## config.mk

```make
export PLATFORM = sky130hd
export DESIGN_NAME = evp_top
export DESIGN_NICKNAME = d
export VERILOG_FILES = /design/src/source/evp_pkg.sv /design/src/source/instr_decode.sv /design/src/source/coef_store.sv /design/src/source/poly_eval.sv /design/src/source/evp_top.sv
export SDC_FILE = /design/constraint.sdc
export NUM_CORES = 2
export LEC_CHECK = 0
export BUFFER_PORTS_ARGS = -buffer_cell sky130_fd_sc_hd__buf_2
export CAP_MARGIN = 40
export CELL_PAD_IN_SITES_DETAIL_PLACEMENT = 1
export CELL_PAD_IN_SITES_GLOBAL_PLACEMENT = 1
export CORE_MARGIN = 1
export CORE_UTILIZATION = 32
export DETAILED_ROUTE_END_ITERATION = 6
export GPL_TIMING_DRIVEN = 0
export PLACE_DENSITY = 0.49
export SYNTH_ARGS = -nofsm -noshare
export SYNTH_HDL_FRONTEND = slang
export SYNTH_SLANG_ARGS = --single-unit
```

## constraint.sdc

```tcl
create_clock -name clk -period 10.1 [get_ports clk]
set_clock_uncertainty 0.1 [all_clocks]
set_input_delay 0.505 -clock clk [delete_from_list [all_inputs] [get_ports clk]]
set_output_delay 0.505 -clock clk [all_outputs]
set_load 0.005 [all_outputs]
```

## src/source/evp_pkg.sv

```systemverilog
package evp_pkg;

	localparam int num_polys = 8;
	localparam int num_coefs = 11;
	localparam int max_degree = num_coefs - 1;
	localparam int coef_depth = num_polys * num_coefs;
	localparam int coef_addr_w = $clog2(coef_depth);
	localparam int degree_slot = 15; // Load index that targets the degree table.

	localparam logic [1:0] op_load = 2'd1;
	localparam logic [1:0] op_eval = 2'd2;

	localparam logic [31:0] status_ok = 32'd0;
	localparam logic [31:0] status_error = 32'd2;
	localparam logic [31:0] status_idle = 32'hffff_ffff;

	typedef struct packed
	{
		logic [1:0] opcode;
		logic [2:0] poly;
		logic [3:0] index;
		logic [6:0] spare;
		logic [15:0] data; // Degree in the low 5 bits for a degree write.
	} load_fmt_t;

	typedef struct packed
	{
		logic [1:0] opcode;
		logic [2:0] poly;
		logic [10:0] spare;
		logic [15:0] x;
	} eval_fmt_t;

	// Opcode sits in bits 31:30 of both layouts.
	typedef union packed
	{
		load_fmt_t load;
		eval_fmt_t eval;
	} instr_t;

	typedef struct packed
	{
		logic en;
		logic is_degree;
		logic [2:0] poly;
		logic [3:0] index;
		logic [15:0] data;
	} table_wr_t;

	typedef struct packed
	{
		logic start;
		logic [2:0] poly;
		logic [15:0] x;
	} eval_req_t;

	typedef struct packed
	{
		logic [15:0] coef;
		logic [4:0] degree;
		logic spare;
	} coef_rd_t;

	typedef struct packed
	{
		logic done;
		logic [31:0] result;
		logic [31:0] status;
	} eval_out_t;

endpackage

```

## src/source/instr_decode.sv

```systemverilog
`timescale 1ns/1ps

module instr_decode
(
	input logic clk,
	input logic rst,
	input evp_pkg::instr_t instr,
	input logic instr_valid,
	input logic busy,
	output evp_pkg::table_wr_t wr,
	output evp_pkg::eval_req_t req
);

	logic accept;
	logic index_ok;
	logic is_degree;

	// A start still in flight counts as busy, so no word slips in before busy rises.
	assign accept = instr_valid && !busy && !req.start;

	assign is_degree = instr.load.index == 4'(evp_pkg::degree_slot);
	assign index_ok = (32'(instr.load.index) < evp_pkg::num_coefs) || is_degree;

	always_ff @(posedge clk or negedge rst)
	begin
		if (!rst)
		begin
			wr <= '0;
			req <= '0;
		end
		else
		begin
			wr.en <= 1'b0; // Both strobes last one cycle.
			req.start <= 1'b0;
			if (accept)
			begin
				case (instr.load.opcode)
					evp_pkg::op_load:
					begin
						if (index_ok)
						begin
							wr.en <= 1'b1;
							wr.is_degree <= is_degree;
							wr.poly <= instr.load.poly;
							wr.index <= instr.load.index;
							wr.data <= instr.load.data;
						end
					end
					evp_pkg::op_eval:
					begin
						req.start <= 1'b1;
						req.poly <= instr.eval.poly;
						req.x <= instr.eval.x;
					end
					default:
					begin
						// Unused opcodes are dropped.
					end
				endcase
			end
		end
	end

endmodule

```

## src/source/coef_store.sv

```systemverilog
`timescale 1ns/1ps

module coef_store
(
	input logic clk,
	input logic rst,
	input evp_pkg::table_wr_t wr,
	input logic [2:0] rd_poly,
	input logic [3:0] rd_index,
	output evp_pkg::coef_rd_t rd
);

	logic [15:0] coef_mem [evp_pkg::coef_depth];
	logic [4:0] degree_mem [evp_pkg::num_polys];
	logic [evp_pkg::coef_addr_w-1:0] wr_addr;
	logic [evp_pkg::coef_addr_w-1:0] rd_addr;

	function automatic logic [evp_pkg::coef_addr_w-1:0] flat_addr
	(
		input logic [2:0] poly,
		input logic [3:0] index
	);
		return evp_pkg::coef_addr_w'(poly) * evp_pkg::coef_addr_w'(evp_pkg::num_coefs)
			+ evp_pkg::coef_addr_w'(index);
	endfunction

	assign wr_addr = flat_addr(wr.poly, wr.index);
	assign rd_addr = flat_addr(rd_poly, rd_index);

	always_ff @(posedge clk or negedge rst)
	begin
		if (!rst)
		begin
			for (int i = 0; i < evp_pkg::coef_depth; i++)
				coef_mem[i] <= '0;
			for (int p = 0; p < evp_pkg::num_polys; p++)
				degree_mem[p] <= '0;
			rd <= '0;
		end
		else
		begin
			if (wr.en && wr.is_degree)
				degree_mem[wr.poly] <= wr.data[4:0]; // Degree lives in the low bits.
			else if (wr.en)
				coef_mem[wr_addr] <= wr.data;
			rd.coef <= coef_mem[rd_addr];
			rd.degree <= degree_mem[rd_poly];
			rd.spare <= 1'b0;
		end
	end

endmodule

```

## src/source/poly_eval.sv

```systemverilog
`timescale 1ns/1ps

module poly_eval
(
	input logic clk,
	input logic rst,
	input evp_pkg::eval_req_t req,
	input evp_pkg::coef_rd_t rd,
	output logic [2:0] rd_poly,
	output logic [3:0] rd_index,
	output logic busy,
	output evp_pkg::eval_out_t out
);

	typedef enum logic [2:0]
	{
		st_idle,
		st_setup,
		st_check,
		st_multiply,
		st_accumulate,
		st_error,
		st_finish
	} state_t;

	state_t state;
	state_t next_state;
	logic [2:0] poly_q;
	logic [15:0] x_q;
	logic [4:0] deg_q;
	logic [3:0] term; // Current term index, also the read index.
	logic [3:0] exp_cnt;
	logic [31:0] monomial;
	logic [31:0] sum;
	logic [31:0] sum_next;
	logic deg_bad;

	assign rd_poly = poly_q;
	assign rd_index = term;
	assign busy = state != st_idle;
	assign deg_bad = rd.degree > 5'(evp_pkg::max_degree);
	assign sum_next = sum + monomial * {16'd0, rd.coef};

	always_comb
	begin
		next_state = state;
		case (state)
			st_setup:
				next_state = st_check; // Read of the degree is in flight.
			st_check:
				if (deg_bad)
					next_state = st_error;
				else
					next_state = st_accumulate; // Term 0 needs no multiply.
			st_multiply:
				if (exp_cnt + 4'd1 == term)
					next_state = st_accumulate;
			st_accumulate:
				if ({1'b0, term} == deg_q)
					next_state = st_finish;
				else
					next_state = st_multiply;
			st_error:
				next_state = st_finish;
			default:
				next_state = st_idle;
		endcase
		if (req.start)
			next_state = st_setup; // Start is taken in any state.
	end

	always_ff @(posedge clk or negedge rst)
	begin
		if (!rst)
		begin
			state <= st_idle;
			poly_q <= '0;
			term <= '0;
			exp_cnt <= '0;
			out <= '{done: 1'b0, result: 32'd0, status: evp_pkg::status_idle};
		end
		else
		begin
			state <= next_state;
			out.done <= 1'b0;
			case (state)
				st_multiply:
					exp_cnt <= exp_cnt + 4'd1;
				st_accumulate:
				begin
					exp_cnt <= '0;
					if (next_state == st_finish)
					begin
						out.done <= 1'b1; // High during the finish cycle.
						out.result <= sum_next;
						out.status <= evp_pkg::status_ok;
					end
					else
						term <= term + 4'd1;
				end
				st_error:
				begin
					out.done <= 1'b1;
					out.result <= 32'd0;
					out.status <= evp_pkg::status_error;
				end
				default:
				begin
				end
			endcase
			if (req.start)
			begin
				poly_q <= req.poly;
				term <= '0;
				exp_cnt <= '0;
			end
		end
	end

	always_ff @(posedge clk)
	begin
		case (state)
			st_setup:
			begin
				monomial <= 32'd1;
				sum <= 32'd0;
			end
			st_check:
				deg_q <= rd.degree;
			st_multiply:
				monomial <= monomial * {16'd0, x_q}; // Wraps modulo 2^32.
			st_accumulate:
			begin
				sum <= sum_next;
				monomial <= 32'd1;
			end
			default:
			begin
			end
		endcase
		if (req.start)
			x_q <= req.x;
	end

endmodule

```

## src/source/evp_top.sv

```systemverilog
`timescale 1ns/1ps

module evp_top
(
	input logic clk,
	input logic rst,
	input evp_pkg::instr_t instr,
	input logic instr_valid,
	output evp_pkg::eval_out_t out,
	output logic busy
);

	evp_pkg::table_wr_t wr;
	evp_pkg::eval_req_t req;
	evp_pkg::coef_rd_t rd;
	logic [2:0] rd_poly;
	logic [3:0] rd_index;

	instr_decode i_instr_decode
	(
		.clk(clk),
		.rst(rst),
		.instr(instr),
		.instr_valid(instr_valid),
		.busy(busy),
		.wr(wr),
		.req(req)
	);

	coef_store i_coef_store
	(
		.clk(clk),
		.rst(rst),
		.wr(wr),
		.rd_poly(rd_poly),
		.rd_index(rd_index),
		.rd(rd)
	);

	poly_eval i_poly_eval
	(
		.clk(clk),
		.rst(rst),
		.req(req),
		.rd(rd),
		.rd_poly(rd_poly),
		.rd_index(rd_index),
		.busy(busy),
		.out(out)
	);

endmodule

```

==> impl_metrics.csv <==
group,metric,value,unit
timing,holdWs,0.113,ns
timing,tns,0,ns
place,place_area,105000,sq um
logic_synthesis,ys_types,70,
critical_path,cp-end-kind,"flop",
floorplan,io_pins,101,
floorplan,num_rows,202,
logic_synthesis,ys_seq_area_share,42.5,%
critical_path,start_kind,"flop",
cells_and_area,drive_gt1_share,33.9,%
cts,insertion_delay,0.90,ns
timing,setup_viol,0,
critical_path,critPathKind,"flop to flop",
logic_synthesis,ys.warnings.count,0,
place,globalplace.congestion,0.822,
drt,ant_nets,0,
drt,drc_errors,0,
timing,fin_crit_sh,84.5,%
place,portBuffers,93,
drt,drt-initial-drc-count,3099,
timing,post-route-min-period,8.53,ns
logic_synthesis,avgSynthCellArea,13.2,sq um
critical_path,rrSetupSlack,1.57,ns
critical_path,crit_arrival,8.98,ns
cts,cts_buffer_depth,4,
critical_path,required,10.55,ns
place,dp_hpwl,258000,um
timing,fmax,117,MHz
worst_hold_path,hp-class,"input port to asynchronous set/reset pin",
drt,firstDrtPassIters,5,
drt,post_drt_wl_per_cell,27.5,um
cells_and_area,area_delta_synth_final,14.6,%
cts,clk_pin_slew_worst_paths,0.06,ns
cts,cts_root_buf,"clkbuf_16",
floorplan,start_util,32.3,%
logic_synthesis,synth_area,98000,sq um
logic_synthesis,synth_async_sr_flop_share,94.8,%
cts,cts_hold_repair.buffers,24,
grt,grt_pass1_vias,67700,
cts,cts_tree,"yes",
grt,grt_usage,22.0,%
drt,num_vias,60600,
status,status,"completed",
grt,grt_max_degree,163,
floorplan,fp.coreArea,304000,sq um
place,place_inst,11700,
timing,hold_viol,0,
timing,slew_violations,0,
floorplan,die_x,555,um
cells_and_area,stdcell_area,112000,sq um
cts,h-tree-depth,4,
grt,grt_pass1_wl,493000,um
grt,grt_overflow_total,0,
cells_and_area,final_common_cell,"dfrtp_1",
logic_synthesis,synth_edf_count,85,
floorplan,die_area,308000,sq um
critical_path,cp_max_fo,11,
cts,cts.sinks,1648,
logic_synthesis,synthFlopType,"dfrtp_1",
cells_and_area,final_nets,8721,
timing,worst_pin_slew,1.01,ns
drt,drt-total-wl,333000,um
floorplan,die-height,555,um
grt,antenna_found_initial,27,
flow_run,drv_cap,0,
cts,cts_setup_buffers,0,
cts,cts_buffers,200,
cells_and_area,layout_common_cells,"1561 x dfrtp_1, 1456 x mux2_2, 794 x inv_1, 704 x nand2_1, 644 x fa_1",
logic_synthesis,syn_inst,7446,
cts,cts-resized-gates,0,
cells_and_area,instances_no_fill,12100,
logic_synthesis,synth_nets,8285,
timing,grt_setup_unrepaired,"no",
logic_synthesis,ys_ff_latch,1648,
timing,relSlewSlack,32.4,%
drt,viasPerCell,4.99,
## path summary, 6_finish.rpt
check                                 startpoint                         end  cells past startpoint
setup / recovery              i_coef_store.rd[9]         i_poly_eval.sum[29]                     22
hold / removal                               rst   i_coef_store.coef_mem[39]                      2
min in group clk                       instr[31]       i_instr_decode.wr[19]                      4
setup reg to reg              i_coef_store.rd[9]         i_poly_eval.sum[29]                     22
max in group asynchronous                    rst  i_coef_store.coef_mem[715]                      7
hold reg to reg            i_instr_decode.req[5]          i_poly_eval.x_q[5]                      0
## registers in the layout, indices dropped and copies added, names as in the netlist, 16 cells and up
name,cells
i_coef_store.degree_mem,40
i_poly_eval.out,35
i_instr_decode.req,20
i_poly_eval.monomial,32
i_poly_eval.x_q,16
i_poly_eval.sum,32
i_coef_store.coef_mem,1408
i_coef_store.rd,21
i_instr_decode.wr,25
## per-layer routing
layer  routed length [um]  global-route usage, %  up-vias
met3                 9640                   1.99      415
met4                11000                   6.79        2
met1               146000                   29.6    33200
li1                     -                      -    26000
met5                   13                      0        -
met2               166000                   37.6      938
## Yosys cell counts, types with 7 or more instances
library cell / count / area [sq um]
a211oi_1: 10 / 75.1
a21o_1: 28 / 210
a21oi_1: 65 / 325
a22o_1: 22 / 193
and2_1: 313 / 1960
and3_1: 11 / 68.8
buf_1: 17 / 63.8
buf_2: 120 / 601
buf_4: 45 / 338
clkbuf_1: 388 / 1460
dfrtp_1: 1561 / 39100
edfxtp_1: 85 / 2550
fa_1: 644 / 12900
ha_1: 160 / 2000
inv_1: 794 / 2980
mux2_2: 1456 / 16400
mux2i_1: 20 / 200
mux4_2: 458 / 10300
nand2_1: 705 / 2650
nand2_2: 64 / 400
nand2b_1: 12 / 75.1
nand3_1: 21 / 105
nand4_1: 9 / 56.3
nor2_1: 77 / 289
nor2_2: 13 / 81.3
nor2_4: 19 / 214
nor2b_1: 9 / 56.3
nor3_1: 33 / 165
nor4_1: 8 / 50.1
o21a_1: 13 / 97.6
o21ai_0: 42 / 210
o21ai_1: 17 / 85.1
o21bai_1: 8 / 60.1
o31ai_1: 20 / 150
or3_1: 7 / 43.8
xnor2_1: 81 / 709
xor2_1: 32 / 280
## worst max-delay path, cell delays in order (launching register included)
cell and delay, ns:
dfrtp_1 0.34, clkbuf_1 0.62, clkbuf_1 0.68, nand2_1 0.19, fa_1 0.51, fa_1 0.52
fa_1 0.53, inv_1 0.06, fa_1 0.51, fa_1 0.49, inv_1 0.05, fa_1 0.47
inv_1 0.04, ha_1 0.25, clkbuf_1 0.30, nand2_1 0.12, nor3_1 0.50, and3_1 0.28
o21ai_0 0.36, nand3b_1 0.32, a41oi_1 0.16, xnor2_1 0.68, nor2_1 0.15
## final cells by class
| type | count | area [sq um] |
|---|---|---|
| Antenna cell | 14 | 35.0 |
| Buffer | 572 | 2500 |
| Clock buffer | 313 | 6170 |
| Clock inverter | 49 | 584 |
| Fill cell | 32000 | 191000 |
| Inverter | 795 | 2980 |
| Multi-Input combinational cell | 4431 | 50900 |
| Sequential cell | 1648 | 41700 |
| Tap cell | 4080 | 5100 |
| Timing Repair Buffer | 234 | 2410 |
## cell families (layout without fill, tap and decap cells)
group	count (synthesis)	in the layout	synth area share, %
simple gates	1320	1320	6.49
flops	1648	1648	42.5
other cells	0	14	0
mux	1934	1934	27.5
compound gates	260	260	1.74
buf+inv	1367	1963	5.58
xor+xnor	113	113	1.01
fa+ha+maj	804	804	15.2
## per-stage QoR
step	utilization (%)	setup WS, ns
after floorplan	-	3.68
after global placement	34.1	-27.67
after detailed placement	34.7	1.62
after CTS	37.0	1.57
after global routing	37.0	1.32
final	37.0	1.57
Power is not shown: default switching activity piles up to over one toggle a cycle in this logic, so the estimate is an artifact.
